===== src/core_pkg.sv =====
////////////////////////////////////////////////////////////
// Core package
// Widths, opcodes, ALU operations and stage payloads
////////////////////////////////////////////////////////////

`default_nettype none

package core_pkg;

  // Datapath and register index widths
  localparam int XLEN       = 32;
  localparam int REG_ADDR_W = 5;
  // x0 included, hardwired to zero
  localparam int NUM_REGS   = 32;

  // Major opcodes handled by the decoder
  localparam logic [6:0] OPC_OP     = 7'b0110011;
  localparam logic [6:0] OPC_OP_IMM = 7'b0010011;
  localparam logic [6:0] OPC_LUI    = 7'b0110111;
  localparam logic [6:0] OPC_STORE  = 7'b0100011;

  // funct3 for ALU ops
  localparam logic [2:0] F3_ADD = 3'b000;
  localparam logic [2:0] F3_SLL = 3'b001;
  localparam logic [2:0] F3_XOR = 3'b100;
  localparam logic [2:0] F3_SRL = 3'b101;
  localparam logic [2:0] F3_OR  = 3'b110;
  localparam logic [2:0] F3_AND = 3'b111;

  // funct3 for stores
  localparam logic [2:0] F3_SB = 3'b000;
  localparam logic [2:0] F3_SW = 3'b010;

  // funct7, base and alternate (SUB)
  localparam logic [6:0] F7_BASE = 7'b0000000;
  localparam logic [6:0] F7_ALT  = 7'b0100000;

  // ALU operations
  typedef enum logic [2:0] {
    ALU_ADD,
    ALU_SUB,
    ALU_AND,
    ALU_OR,
    ALU_XOR,
    ALU_SLL,
    ALU_SRL,
    ALU_PASS_B  // LUI result is the immediate itself
  } alu_op_e;

  // IF to ID, the raw instruction word
  typedef struct packed {
    logic [XLEN-1:0] instr;
  } if_id_t;

  // ID to EX, operands already resolved
  typedef struct packed {
    alu_op_e               alu_op;
    logic [XLEN-1:0]       op_a;
    logic [XLEN-1:0]       op_b;
    logic [XLEN-1:0]       store_data;
    logic [REG_ADDR_W-1:0] rd;
    logic                  rf_we;
    logic                  store;
    logic                  store_byte;
  } id_ex_t;

endpackage

`default_nettype wire


===== src/rf_if.sv =====
////////////////////////////////////////////////////////////
// Register file port group
////////////////////////////////////////////////////////////

`timescale 1ns/1ns
`default_nettype none

interface rf_if import core_pkg::*; ();

  // Read side, two combinational ports
  logic [REG_ADDR_W-1:0] raddr_a;
  logic [REG_ADDR_W-1:0] raddr_b;
  logic [XLEN-1:0]       rdata_a;
  logic [XLEN-1:0]       rdata_b;

  // Write side, one port from WB
  logic                  we;
  logic [REG_ADDR_W-1:0] waddr;
  logic [XLEN-1:0]       wdata;

  // ID stage
  modport reader (output raddr_a, raddr_b, input rdata_a, rdata_b);

  // WB register inside EX
  modport writer (output we, waddr, wdata);

  // Storage itself
  modport rf (
    input  raddr_a, raddr_b, we, waddr, wdata,
    output rdata_a, rdata_b
  );

endinterface

`default_nettype wire


===== src/core_ex_stage.sv =====
////////////////////////////////////////////////////////////
// Execute stage with write-back register
// ALU, store request on the data bus, register file write
////////////////////////////////////////////////////////////

`timescale 1ns/1ns
`default_nettype none

module core_ex_stage import core_pkg::*; (
  input  logic                  clk_i,
  input  logic                  rst_i,
  input  logic                  id_valid_i,
  input  id_ex_t                id_ex_i,
  input  logic                  data_gnt_i,
  output logic                  ex_ready_o,
  output logic                  data_req_o,
  output logic [XLEN-1:0]       data_addr_o,
  output logic [3:0]            data_be_o,
  output logic [XLEN-1:0]       data_wdata_o,
  output logic                  ex_fwd_we_o,
  output logic [REG_ADDR_W-1:0] ex_fwd_rd_o,
  output logic [XLEN-1:0]       ex_fwd_data_o,
  output logic                  wb_fwd_we_o,
  output logic [REG_ADDR_W-1:0] wb_fwd_rd_o,
  output logic [XLEN-1:0]       wb_fwd_data_o,
  rf_if.writer                  rf
);

  logic [XLEN-1:0]       alu_result;
  logic                  retire;
  logic                  wb_we_q;
  logic [REG_ADDR_W-1:0] wb_rd_q;
  logic [XLEN-1:0]       wb_data_q;

  ////////////////////////////////////////////////////////////
  // ALU
  ////////////////////////////////////////////////////////////

  always_comb begin
    unique case (id_ex_i.alu_op)
      ALU_ADD:    alu_result = id_ex_i.op_a + id_ex_i.op_b;
      ALU_SUB:    alu_result = id_ex_i.op_a - id_ex_i.op_b;
      ALU_AND:    alu_result = id_ex_i.op_a & id_ex_i.op_b;
      ALU_OR:     alu_result = id_ex_i.op_a | id_ex_i.op_b;
      ALU_XOR:    alu_result = id_ex_i.op_a ^ id_ex_i.op_b;
      // Shift amount from the low five bits
      ALU_SLL:    alu_result = id_ex_i.op_a << id_ex_i.op_b[4:0];
      ALU_SRL:    alu_result = id_ex_i.op_a >> id_ex_i.op_b[4:0];
      ALU_PASS_B: alu_result = id_ex_i.op_b;
    endcase
  end

  ////////////////////////////////////////////////////////////
  // Store request
  ////////////////////////////////////////////////////////////

  // Held straight from the ID/EX register, so stable until grant
  assign data_req_o  = id_valid_i && id_ex_i.store;
  // Word address, byte lanes picked by the enables
  assign data_addr_o = {alu_result[XLEN-1:2], 2'b00};
  assign data_be_o   = id_ex_i.store_byte ? (4'b0001 << alu_result[1:0]) : 4'b1111;
  // SB replicates the low byte on every lane
  assign data_wdata_o = id_ex_i.store_byte ? {4{id_ex_i.store_data[7:0]}}
                                           : id_ex_i.store_data;

  // Store done at grant, ALU ops always take one cycle
  assign ex_ready_o = !data_req_o || data_gnt_i;
  assign retire     = id_valid_i && ex_ready_o;

  // Result of the instruction in EX, for ID
  assign ex_fwd_we_o   = id_valid_i && id_ex_i.rf_we;
  assign ex_fwd_rd_o   = id_ex_i.rd;
  assign ex_fwd_data_o = alu_result;

  ////////////////////////////////////////////////////////////
  // WB register
  ////////////////////////////////////////////////////////////

  always_ff @(posedge clk_i) begin
    if (rst_i) begin
      wb_we_q <= 1'b0;
    end else begin
      wb_we_q <= retire && id_ex_i.rf_we;
    end
  end

  always_ff @(posedge clk_i) begin
    if (retire) begin
      wb_rd_q   <= id_ex_i.rd;
      wb_data_q <= alu_result;
    end
  end

  // Register file picks it up at the next edge
  assign rf.we    = wb_we_q;
  assign rf.waddr = wb_rd_q;
  assign rf.wdata = wb_data_q;

  // Same value forwarded while the write is pending
  assign wb_fwd_we_o   = wb_we_q;
  assign wb_fwd_rd_o   = wb_rd_q;
  assign wb_fwd_data_o = wb_data_q;

  // Waiting store keeps its request and address
  a_store_stable: assert property (
    @(posedge clk_i) disable iff (rst_i)
    data_req_o && !data_gnt_i |=> data_req_o && $stable(data_addr_o)
  );

endmodule

`default_nettype wire


===== src/core_id_stage.sv =====
////////////////////////////////////////////////////////////
// Decode stage
// Decoder, immediates, forwarding and the ID/EX register
////////////////////////////////////////////////////////////

`timescale 1ns/1ns
`default_nettype none

module core_id_stage import core_pkg::*; (
  input  logic                  clk_i,
  input  logic                  rst_i,
  input  logic                  if_valid_i,
  input  if_id_t                if_id_i,
  input  logic                  ex_ready_i,
  input  logic                  ex_fwd_we_i,
  input  logic [REG_ADDR_W-1:0] ex_fwd_rd_i,
  input  logic [XLEN-1:0]       ex_fwd_data_i,
  input  logic                  wb_fwd_we_i,
  input  logic [REG_ADDR_W-1:0] wb_fwd_rd_i,
  input  logic [XLEN-1:0]       wb_fwd_data_i,
  rf_if.reader                  rf,
  output logic                  id_ready_o,
  output logic                  id_valid_o,
  output id_ex_t                id_ex_o
);

  logic [XLEN-1:0]       instr;
  logic [6:0]            opcode;
  logic [2:0]            funct3;
  logic [6:0]            funct7;
  logic [REG_ADDR_W-1:0] rs1;
  logic [REG_ADDR_W-1:0] rs2;
  logic [REG_ADDR_W-1:0] rd;
  logic [XLEN-1:0]       imm_i;
  logic [XLEN-1:0]       imm_s;
  logic [XLEN-1:0]       imm_u;
  logic [XLEN-1:0]       rs1_val;
  logic [XLEN-1:0]       rs2_val;
  logic                  accept;
  logic                  id_valid_q;
  id_ex_t                id_ex_d;
  id_ex_t                id_ex_q;

  // Instruction fields
  assign instr  = if_id_i.instr;
  assign opcode = instr[6:0];
  assign rd     = instr[11:7];
  assign funct3 = instr[14:12];
  assign rs1    = instr[19:15];
  assign rs2    = instr[24:20];
  assign funct7 = instr[31:25];

  // I, S and U immediates, sign extended where needed
  assign imm_i = {{20{instr[31]}}, instr[31:20]};
  assign imm_s = {{20{instr[31]}}, instr[31:25], instr[11:7]};
  assign imm_u = {instr[31:12], 12'h000};

  ////////////////////////////////////////////////////////////
  // Operand forwarding
  ////////////////////////////////////////////////////////////

  assign rf.raddr_a = rs1;
  assign rf.raddr_b = rs2;

  // EX result first, then WB register, then register file
  // x0 never matches, writes to it are never flagged
  function automatic logic [XLEN-1:0] fwd_sel(
    input logic [REG_ADDR_W-1:0] addr,
    input logic [XLEN-1:0]       rf_val
  );
    if (ex_fwd_we_i && (ex_fwd_rd_i == addr)) begin
      return ex_fwd_data_i;
    end else if (wb_fwd_we_i && (wb_fwd_rd_i == addr)) begin
      return wb_fwd_data_i;
    end
    return rf_val;
  endfunction

  always_comb begin
    rs1_val = fwd_sel(rs1, rf.rdata_a);
    rs2_val = fwd_sel(rs2, rf.rdata_b);
  end

  ////////////////////////////////////////////////////////////
  // Decoder
  ////////////////////////////////////////////////////////////

  always_comb begin
    // Defaults give a no-op
    id_ex_d            = '0;
    id_ex_d.alu_op     = ALU_ADD;
    id_ex_d.op_a       = rs1_val;
    id_ex_d.op_b       = rs2_val;
    id_ex_d.store_data = rs2_val;
    id_ex_d.rd         = rd;
    case (opcode)
      OPC_OP: begin
        // SUB is the only alternate encoding kept
        id_ex_d.rf_we = (funct7 == F7_BASE) || ((funct7 == F7_ALT) && (funct3 == F3_ADD));
        case (funct3)
          F3_ADD:  id_ex_d.alu_op = (funct7 == F7_ALT) ? ALU_SUB : ALU_ADD;
          F3_SLL:  id_ex_d.alu_op = ALU_SLL;
          F3_XOR:  id_ex_d.alu_op = ALU_XOR;
          F3_SRL:  id_ex_d.alu_op = ALU_SRL;
          F3_OR:   id_ex_d.alu_op = ALU_OR;
          F3_AND:  id_ex_d.alu_op = ALU_AND;
          default: id_ex_d.rf_we  = 1'b0;
        endcase
      end
      OPC_OP_IMM: begin
        id_ex_d.op_b  = imm_i;
        id_ex_d.rf_we = 1'b1;
        case (funct3)
          F3_ADD:  id_ex_d.alu_op = ALU_ADD;
          F3_XOR:  id_ex_d.alu_op = ALU_XOR;
          F3_OR:   id_ex_d.alu_op = ALU_OR;
          F3_AND:  id_ex_d.alu_op = ALU_AND;
          // Shifts by immediate and compares retire as no-ops
          default: id_ex_d.rf_we  = 1'b0;
        endcase
      end
      OPC_LUI: begin
        id_ex_d.alu_op = ALU_PASS_B;
        id_ex_d.op_b   = imm_u;
        id_ex_d.rf_we  = 1'b1;
      end
      OPC_STORE: begin
        // Address is rs1 + S immediate through the adder
        id_ex_d.op_b       = imm_s;
        id_ex_d.store      = (funct3 == F3_SW) || (funct3 == F3_SB);
        id_ex_d.store_byte = (funct3 == F3_SB);
      end
      default: ;
    endcase
    if (rd == '0) begin
      id_ex_d.rf_we = 1'b0;
    end
  end

  ////////////////////////////////////////////////////////////
  // ID/EX register
  ////////////////////////////////////////////////////////////

  assign id_ready_o = !id_valid_q || ex_ready_i;
  assign accept     = if_valid_i && id_ready_o;

  always_ff @(posedge clk_i) begin
    if (rst_i) begin
      id_valid_q <= 1'b0;
    end else if (accept) begin
      id_valid_q <= 1'b1;
    end else if (ex_ready_i) begin
      id_valid_q <= 1'b0;
    end
  end

  always_ff @(posedge clk_i) begin
    if (accept) begin
      id_ex_q <= id_ex_d;
    end
  end

  assign id_valid_o = id_valid_q;
  assign id_ex_o    = id_ex_q;

  // IF must hold its instruction while ID is stalled
  a_payload_stable: assert property (
    @(posedge clk_i) disable iff (rst_i)
    if_valid_i && !id_ready_o |=> if_valid_i && $stable(if_id_i)
  );

endmodule

`default_nettype wire


===== src/core_if_stage.sv =====
////////////////////////////////////////////////////////////
// Instruction fetch stage
// PC, instruction bus requests and a one-entry buffer
////////////////////////////////////////////////////////////

`timescale 1ns/1ns
`default_nettype none

module core_if_stage import core_pkg::*; (
  input  logic            clk_i,
  input  logic            rst_i,
  input  logic            fetch_enable_i,
  input  logic [XLEN-1:0] boot_addr_i,
  input  logic            instr_gnt_i,
  input  logic            instr_rvalid_i,
  input  logic [XLEN-1:0] instr_rdata_i,
  input  logic            id_ready_i,
  output logic            instr_req_o,
  output logic [XLEN-1:0] instr_addr_o,
  output logic            if_valid_o,
  output if_id_t          if_id_o
);

  logic            fetch_en_q;
  logic            fetch_en;
  logic            outstanding_q;
  logic [XLEN-1:0] pc_q;
  logic            buf_valid_q;
  logic [XLEN-1:0] buf_instr_q;
  logic            buf_free;

  ////////////////////////////////////////////////////////////
  // Request side
  ////////////////////////////////////////////////////////////

  // Fetch enable is sticky once seen
  assign fetch_en = fetch_enable_i || fetch_en_q;

  // Buffer empty now, or handed to ID this cycle
  assign buf_free = !buf_valid_q || id_ready_i;

  // One request in flight at most
  // Once raised it holds, since the buffer stays empty until rvalid
  assign instr_req_o  = fetch_en && !outstanding_q && buf_free;
  assign instr_addr_o = pc_q;

  always_ff @(posedge clk_i) begin
    if (rst_i) begin
      fetch_en_q    <= 1'b0;
      outstanding_q <= 1'b0;
      pc_q          <= boot_addr_i;
    end else begin
      if (fetch_enable_i) begin
        fetch_en_q <= 1'b1;
      end
      // Address phase done, wait for response
      if (instr_req_o && instr_gnt_i) begin
        outstanding_q <= 1'b1;
        pc_q          <= pc_q + 32'd4;
      end else if (instr_rvalid_i) begin
        outstanding_q <= 1'b0;
      end
    end
  end

  ////////////////////////////////////////////////////////////
  // Instruction buffer
  ////////////////////////////////////////////////////////////

  // Fill on response, drain on ID handshake
  always_ff @(posedge clk_i) begin
    if (rst_i) begin
      buf_valid_q <= 1'b0;
    end else if (instr_rvalid_i) begin
      buf_valid_q <= 1'b1;
    end else if (buf_valid_q && id_ready_i) begin
      buf_valid_q <= 1'b0;
    end
  end

  // Payload only
  always_ff @(posedge clk_i) begin
    if (instr_rvalid_i) begin
      buf_instr_q <= instr_rdata_i;
    end
  end

  assign if_valid_o    = buf_valid_q;
  assign if_id_o.instr = buf_instr_q;

  // Memory never answers a request that was not granted
  a_rvalid_outstanding: assert property (
    @(posedge clk_i) disable iff (rst_i)
    instr_rvalid_i |-> outstanding_q
  );

endmodule

`default_nettype wire


===== src/core_register_file.sv =====
////////////////////////////////////////////////////////////
// Register file
// x1..x31 in flops, x0 reads as zero, 2R/1W
////////////////////////////////////////////////////////////

`timescale 1ns/1ns
`default_nettype none

module core_register_file import core_pkg::*; (
  input  logic clk_i,
  input  logic rst_i,
  rf_if.rf     rf
);

  // No storage for x0
  logic [XLEN-1:0] regs_q [1:NUM_REGS-1];

  // Write port, x0 writes dropped
  always_ff @(posedge clk_i) begin
    if (rst_i) begin
      for (int i = 1; i < NUM_REGS; i++) begin
        regs_q[i] <= '0;
      end
    end else if (rf.we && (rf.waddr != '0)) begin
      regs_q[rf.waddr] <= rf.wdata;
    end
  end

  // Read ports, zero for x0
  always_comb begin
    rf.rdata_a = (rf.raddr_a == '0) ? '0 : regs_q[rf.raddr_a];
    rf.rdata_b = (rf.raddr_b == '0) ? '0 : regs_q[rf.raddr_b];
  end

endmodule

`default_nettype wire


===== src/core_top.sv =====
////////////////////////////////////////////////////////////
// Core top level
// IF, ID, EX/WB and register file behind plain bus ports
////////////////////////////////////////////////////////////

`timescale 1ns/1ns
`default_nettype none

module core_top import core_pkg::*; (
  input  logic            clk_i,
  input  logic            rst_i,
  input  logic            fetch_enable_i,
  input  logic [XLEN-1:0] boot_addr_i,
  // Instruction bus
  output logic            instr_req_o,
  input  logic            instr_gnt_i,
  input  logic            instr_rvalid_i,
  output logic [XLEN-1:0] instr_addr_o,
  input  logic [XLEN-1:0] instr_rdata_i,
  // Data bus, stores only
  output logic            data_req_o,
  input  logic            data_gnt_i,
  output logic [XLEN-1:0] data_addr_o,
  output logic [3:0]      data_be_o,
  output logic [XLEN-1:0] data_wdata_o
);

  // Stage handshakes
  logic                  if_valid;
  logic                  id_ready;
  if_id_t                if_id;
  logic                  id_valid;
  logic                  ex_ready;
  id_ex_t                id_ex;

  // Forwarding paths into ID
  logic                  ex_fwd_we;
  logic [REG_ADDR_W-1:0] ex_fwd_rd;
  logic [XLEN-1:0]       ex_fwd_data;
  logic                  wb_fwd_we;
  logic [REG_ADDR_W-1:0] wb_fwd_rd;
  logic [XLEN-1:0]       wb_fwd_data;

  rf_if rf_bus ();

  core_if_stage if_stage_i (
    .clk_i          (clk_i),
    .rst_i          (rst_i),
    .fetch_enable_i (fetch_enable_i),
    .boot_addr_i    (boot_addr_i),
    .instr_gnt_i    (instr_gnt_i),
    .instr_rvalid_i (instr_rvalid_i),
    .instr_rdata_i  (instr_rdata_i),
    .id_ready_i     (id_ready),
    .instr_req_o    (instr_req_o),
    .instr_addr_o   (instr_addr_o),
    .if_valid_o     (if_valid),
    .if_id_o        (if_id)
  );

  core_id_stage id_stage_i (
    .clk_i         (clk_i),
    .rst_i         (rst_i),
    .if_valid_i    (if_valid),
    .if_id_i       (if_id),
    .ex_ready_i    (ex_ready),
    .ex_fwd_we_i   (ex_fwd_we),
    .ex_fwd_rd_i   (ex_fwd_rd),
    .ex_fwd_data_i (ex_fwd_data),
    .wb_fwd_we_i   (wb_fwd_we),
    .wb_fwd_rd_i   (wb_fwd_rd),
    .wb_fwd_data_i (wb_fwd_data),
    .rf            (rf_bus),
    .id_ready_o    (id_ready),
    .id_valid_o    (id_valid),
    .id_ex_o       (id_ex)
  );

  core_ex_stage ex_stage_i (
    .clk_i         (clk_i),
    .rst_i         (rst_i),
    .id_valid_i    (id_valid),
    .id_ex_i       (id_ex),
    .data_gnt_i    (data_gnt_i),
    .ex_ready_o    (ex_ready),
    .data_req_o    (data_req_o),
    .data_addr_o   (data_addr_o),
    .data_be_o     (data_be_o),
    .data_wdata_o  (data_wdata_o),
    .ex_fwd_we_o   (ex_fwd_we),
    .ex_fwd_rd_o   (ex_fwd_rd),
    .ex_fwd_data_o (ex_fwd_data),
    .wb_fwd_we_o   (wb_fwd_we),
    .wb_fwd_rd_o   (wb_fwd_rd),
    .wb_fwd_data_o (wb_fwd_data),
    .rf            (rf_bus)
  );

  core_register_file register_file_i (
    .clk_i (clk_i),
    .rst_i (rst_i),
    .rf    (rf_bus)
  );

endmodule

`default_nettype wire


===== config.mk =====
export PLATFORM = sky130hd
export DESIGN_NAME = core_top
export DESIGN_NICKNAME = d
export VERILOG_FILES = /design/src/core_pkg.sv /design/src/rf_if.sv /design/src/core_ex_stage.sv /design/src/core_id_stage.sv /design/src/core_if_stage.sv /design/src/core_register_file.sv /design/src/core_top.sv
export SDC_FILE = /design/constraint.sdc
export NUM_CORES = 2
export LEC_CHECK = 0
export BUFFER_PORTS_ARGS = -buffer_cell sky130_fd_sc_hd__buf_2
export CORE_ASPECT_RATIO = 1.75
export CORE_MARGIN = 5
export CORE_UTILIZATION = 50
export DETAILED_ROUTE_END_ITERATION = 6
export PLACE_DENSITY_LB_ADDON = 0.05
export SLEW_MARGIN = 20
export SYNTH_ARGS = -nofsm -noshare
export SYNTH_HDL_FRONTEND = slang
export SYNTH_SLANG_ARGS = --single-unit

===== constraint.sdc =====
create_clock -name clk_i -period 8.6 [get_ports clk_i]
set_input_delay 1.29 -clock clk_i [delete_from_list [all_inputs] [get_ports clk_i]]
set_output_delay 1.29 -clock clk_i [all_outputs]
set_load 0.05 [all_outputs]

Word level (Yosys, flattened, before mapping)
Memory sizes are Yosys's and may differ from the RTL's. A register that Yosys moved wholly into a read port is not among the register bits.
Index checks and enable logic that the tools add are counted.

storage, ports and cells
  bits of input ports = 70
  word-level logic and storage cells = 128
  memory bits (writable) = 992
  bits in registers = 213
  output and inout port bits = 102
  memories = 1

memories
  memory                  depth  width  rd ports  clocked after Yosys merged registers in  write ports  RTL line                  text
  register_file_i.regs_q  31     32     2         2                                        31           core_register_file.sv:16  logic [XLEN-1:0] regs_q [1:NUM_REGS-1];

cells by class
  bitwise gates (word level) = 3
  multiplexer cells = 41
  equal/unequal tests = 22
  shifts and indexed selects = 3
  add/sub/neg operators = 3
  reduce and logical (&&, ||, !) cells = 38

operators by type and width
  kind                                                                    number
  32-bit two-way mux                                                      12
  32-bit one-hot mux with 8 select lines                                  1
  32-bit one-hot mux with 3 select lines                                  1
  32-bit by 3-bit adder with 32-bit output (second input constant)        1
  32-bit adder                                                            1
  32-bit AND                                                              1
  32-bit OR                                                               1
  32-bit OR reduction                                                     1
  32-bit by 5-bit left shift with 32-bit output                           1
  32-bit by 5-bit right shift with 32-bit output                          1
  32-bit subtractor                                                       1
  32-bit XOR                                                              1
  7-bit by 6-bit equality test with 1-bit output (second input constant)  4
  3-bit equality test (second input constant)                             8
  5-bit equality test                                                     4
  1-bit two-way mux                                                       19
  3-bit one-hot mux with 3 select lines                                   2
  3-bit one-hot mux with 6 select lines                                   1
  5-bit zero test                                                         3
  5-bit two-way mux                                                       3
  1-bit logical AND                                                       14
  3-bit by 2-bit equality test with 1-bit output (second input constant)  3
  2-bit nonzero test                                                      4
  7-bit by 5-bit equality test with 1-bit output (second input constant)  1
  11 further kinds                                                        21

Longest topological paths before layout
  depth after elaboration = 9
  mapped depth = 23
  depth with buffers taken out = 16

By module
Synthesis repeated with hierarchy kept, for this count alone.

unflattened totals
  cell total of the unflattened synthesis = 5530
  area, all modules = 73350.3 sq um

modules (own cells, without submodules)
  module              times used  cells an instance  seq. area each (sq um)  area each (sq um)
  core_register_file  1           3500               30749.5                 54225.8
  core_ex_stage       1           1262               1131.1                  10019.6
  core_id_stage       1           519                3233.1                  6063.3
  core_if_stage       1           249                1981.9                  3041.7

Least setup slack after synthesis
Ideal clock, no wire load.

  path kind = input to register
  start = in data_gnt_i
  end = reg id_stage_i.id_ex_q (netlist bit id_stage_i.id_ex_o[0]), enable pin
  cell stages on the path = 2
  required time = 8014 ps
  buffers on the path = 0
  arrival time = 6111 ps
  setup slack = 1903 ps
  library setup time = 586 ps
  path through = nor2b_1 nor2b_1

on the way
  longest elaborated chain between the ends = 3

RTL lines
  what                         RTL line              text
  start, declared              core_top.sv:22        input logic data_gnt_i,
  1-bit logical OR             core_ex_stage.sv:67   assign ex_ready_o = !data_req_o || data_gnt_i;
  1-bit logical OR             core_id_stage.sv:144  assign id_ready_o = !id_valid_q || ex_ready_i;
  1-bit logical AND            core_id_stage.sv:145  assign accept = if_valid_i && id_ready_o;
  named net id_stage_i.accept  core_id_stage.sv:39   logic accept;
  end signal, assigned         core_id_stage.sv:159  id_ex_q <= id_ex_d;
  end, declared                core_id_stage.sv:42   id_ex_t id_ex_q;

The timed path passes the listed nets, and every way through them passes these cells.
A chain may end at the register's enable or synchronous reset.

Worst setup path in the final report
  start = reg id_stage_i.id_ex_q (netlist bit id_stage_i.id_ex_o[106])
  end = out data_addr_o[25]

on the way
  longest elaborated chain between the ends = 2
  elaborated cells on any way between the ends = 9
  classes of those cells = 7 x eq/ne; 1 x mux; 1 x reduce/logical

RTL lines
  what                                         RTL line             text
  3-bit equality test (tied with other cells)  core_ex_stage.sv:40  unique case (id_ex_i.alu_op)
  32-bit one-hot mux with 8 select lines *     core_ex_stage.sv:40
  end, declared                                core_top.sv:23       output logic [XLEN-1:0] data_addr_o,

Every way passes the cells marked *; elsewhere a longest branch is shown, timed or not.

==> flow_summary_export.csv <==
group,metric,value,unit
status,outcome,"finished, violations left",
die,std_cell_rows,184,
cts,cts_resized,0,
sta,drv_slew,0,
final_layout,layoutNonFillerInstCount,7152,
final_layout,fillCellCount,11700,
pwr,power_density,206,nW/um2
critical_path,worstPathRequired,7310,ps
pwr,ir_worst_vdd,0.000187,V
route,routedWlPerCell,40.9,um
critical_path,crit_fanout,15,
route,drc,2,
synthesis,syn-instance-count,5161,
cts,cts_made_buffers,118,
critical_path,crit_chain,"nor2_1 > buf_4 > nand2_1 > a21oi_1 > ha_1 > nor2b_1 > o2111ai_1 > a21oi_1 > nor2b_1 > o31ai_1 > a2111oi_0 > and3b_1 > inv_1 > buf_2",
grt,grt_antenna_before_repair,28,
route,first_iter_violations,5510,
die,core-area,144000,um2
critical_path,critical_path_class,"reg2out",
synthesis,avgSynthCellArea,14.0,um2
sta,hold_viol_final,0,
synthesis,synth_top_cell_by_area,"edfxtp_1",
sta,clock_skew,43.9,ps
cts,post_cts_buffers,0,
die,die-width,297,um
synthesis,synth_edf_count,1232,
pwr,seq_power_share,0.445,
sta,tightest_slew,1200,ps
pwr,p_leak,28.9,nW
cts,clock_path_buffers,3,
pwr,netSwitchingPower,5.02,mW
synthesis,synth-seq-area-share,0.516,
min_path,hold_start,"if_stage_i.fetch_en_q",
grt,grt_start_max_net_pins,90,
critical_path,crit_start,"id_stage_i.id_ex_o[106]",
die,start_util,0.503,
critical_path,cpPeakStageDelay,720,ps
critical_path,slowest_stage,"nand2_1",
final_layout,drive_gt1_frac,0.267,
sta,finalSetupViolCount,0,
sta,fmax,122,MHz
die,dieArea,153000,um2
synthesis,synth.top_cells.by_area,"edfxtp_1 51%, mux4_2 22%, and2_1 8.8%",
route,m1WireLength,94300,um
synthesis,synth_top_area_frac,0.512,
cts,clk_latency,780,ps
synthesis,synth.most_common_cell,"edfxtp_1",
placement,portBuffers,169,
sta,slew_headroom,0.202,
critical_path,arrival,6890,ps
cts,tritoncts,"yes",
route,vias_per_cell,6.84,
route,wirelength,293000,um
synthesis,ys_seq_elements,1247,
pwr,intPower,11.4,mW
placement,gp_congestion,1.05,
die,ios,172,
synthesis,yosys-top-cells-count,"1,232 x edfxtp_1, 1,015 x and2_1, 702 x mux4_2",
placement,place.detailed.hpwl,192000,um
grt,grt_pass1_wl,402000,um
cts,path_clk_slew,70,ps
cts,htreeDepth,3,
critical_path,end_kind,"output pin",
status,violations,"DRC",
final_layout,area_delta_synth_final,10.2,%
cts,cts_root_buffer,"clkbuf_16",
grt,grt_pass1_vias,49900,
sta,fin_crit_sh,0.951,
route,topRoutingLayerUsed,"met5",
critical_path,startpoint_type,"flip-flop",
grt,overflow,0,
sta,fin_crit,8180,ps
die,die_y,513,um
pwr,power,16.4,mW
route,ant_nets,0,
cts,clock_sinks,1247,
pwr,combPwrFrac,0.212,
synthesis,synth_cell_types,85,
final_layout,multiInputGateArea,32800,um2
synthesis,synthesis.area,72300,um2
pwr,sw_frac_of_total,0.305,
synthesis,ys_warn_count,0,
sta,hold_ws,452,ps
synthesis,async_reset_ff_frac,0,
min_path,hp-class,"reg2reg",
final_layout,regArea,37300,um2
critical_path,reg2reg_slack,2220,ps
final_layout,nets,5339,
synthesis,ys.flop_type,"edfxtp_1",
sta,rsz0062_at_grt,"false",
run,drv_cap,0,
critical_path,r2r-start,"id_stage_i.id_ex_o[106]",
sta,tns,0,ps
route,num_vias,48900,
pwr,power.share.clock,0.343,
route,dr.pass1.iters,7,
grt,grtUsageTotal,0.380,
placement,place_inst,6886,
cts,hold_buffers,0,
route,route.met3.wl,23200,um
route,wl_met2,147000,um
## layer usage
layer  up-vias  track usage
met5         -            0
met4        12        0.296
met3       953       0.0832
met2      2854        0.645
met1     25400        0.414
li1      19700            -
## logic make-up (layout without fill, tap and decap cells)
kind of cell    after synthesis  after routing  share of synthesized area
mux                         818            818                      0.235
fa+ha+maj                    99             99                     0.0172
buf+inv                     655            732                     0.0370
flops                      1247           1247                      0.516
compound gates              582            582                     0.0535
simple gates               1660           1660                      0.129
xor+xnor                     99             99                     0.0120
other cells                   1             55                  0.0000519
## through the flow
| step | setup WS, ps | cell area, um2 | util |
|---|---|---|---|
| after detailed placement | 1730 | 75200 | 0.524 |
| after CTS | 868 | 79300 | 0.552 |
| after global routing | 389 | 79700 | 0.555 |
| final | 423 | 79700 | 0.555 |
| after global placement | 1680 | 75200 | 0.524 |
| after floorplan | 1900 | 72400 | - |
## layout by cell type, fill, tap and decap left out, types with 18 or more instances in the layout
cell,Yosys,routed
edfxtp_1,1232,1232
and2_1,1015,1015
mux4_2,702,702
nand2_1,229,229
buf_4,42,180
o21ai_0,175,170
buf_2,30,169
nor2_1,194,161
inv_1,132,131
a21oi_1,121,121
clkbuf_16,0,120
ha_1,98,98
mux2i_1,90,89
xnor2_1,60,60
xor2_1,39,39
or2_2,38,38
conb_1,1,34
nand3_1,32,32
nor2_4,0,31
o221ai_1,32,30
clkinv_2,0,29
a21o_1,28,28
nor3_1,29,27
a221o_1,27,27
a22o_1,26,26
mux2_2,25,25
a22oi_1,24,24
buf_8,0,22
diode_2,0,21
a211oi_1,20,20
bufinv_16,0,20
nand4_1,19,19
and3_1,18,18
a221oi_1,18,18
## sequential cells by signal, summed over array words and instances, names as in the netlist, named ones only
name,count
register_file_i.regs_q,1024
if_stage_i.instr_addr_o,32
ex_stage_i.rf.we,1
ex_stage_i.rf.waddr,5
id_stage_i.id_ex_o,107
id_stage_i.id_valid_o,1
if_stage_i.outstanding_q,1
if_stage_i.fetch_en_q,1
ex_stage_i.rf.wdata,32
if_stage_i.if_id_o,32
if_stage_i.if_valid_o,1
## layout make-up
type	count	share of cell area
antenna	21	0.000659
clock buffer	135	0.0384
clock inverter	86	0.0126
inverter	134	0.00631
multi-input combinational	3292	0.411
sequential	1247	0.468
tap	1860	0.0292
timing repair buffer	377	0.0332
## power by group through the flow
stage | logic [mW] | registers, mW | clock network (mW)
after floorplan | 2.24 | 7.30 | 0
after global placement | 3.35 | 7.47 | 0
after detailed placement | 3.34 | 7.48 | 0
after CTS | 3.35 | 7.35 | 5.69
after global routing | 3.59 | 7.35 | 5.93
final | 3.48 | 7.33 | 5.64
## worst max-delay path: cells and delay by family (launching register included)
kind,cells,cell delay (ps)
buffers and inverters,3,820
AND/OR/NAND/NOR,5,2330
AO/OA/AOI/OAI,5,2210
flip-flops,1,410
adder cells (fa/ha/maj),1,290
## worst paths after layout
path,to,cells after the start
worst max-delay path,data_addr_o[25],14
worst min-delay path,if_stage_i.fetch_en_q,2
worst max register to register,id_stage_i.id_ex_o[81],12
worst min register to register,if_stage_i.fetch_en_q,2
(Power assumes the default switching activity.)
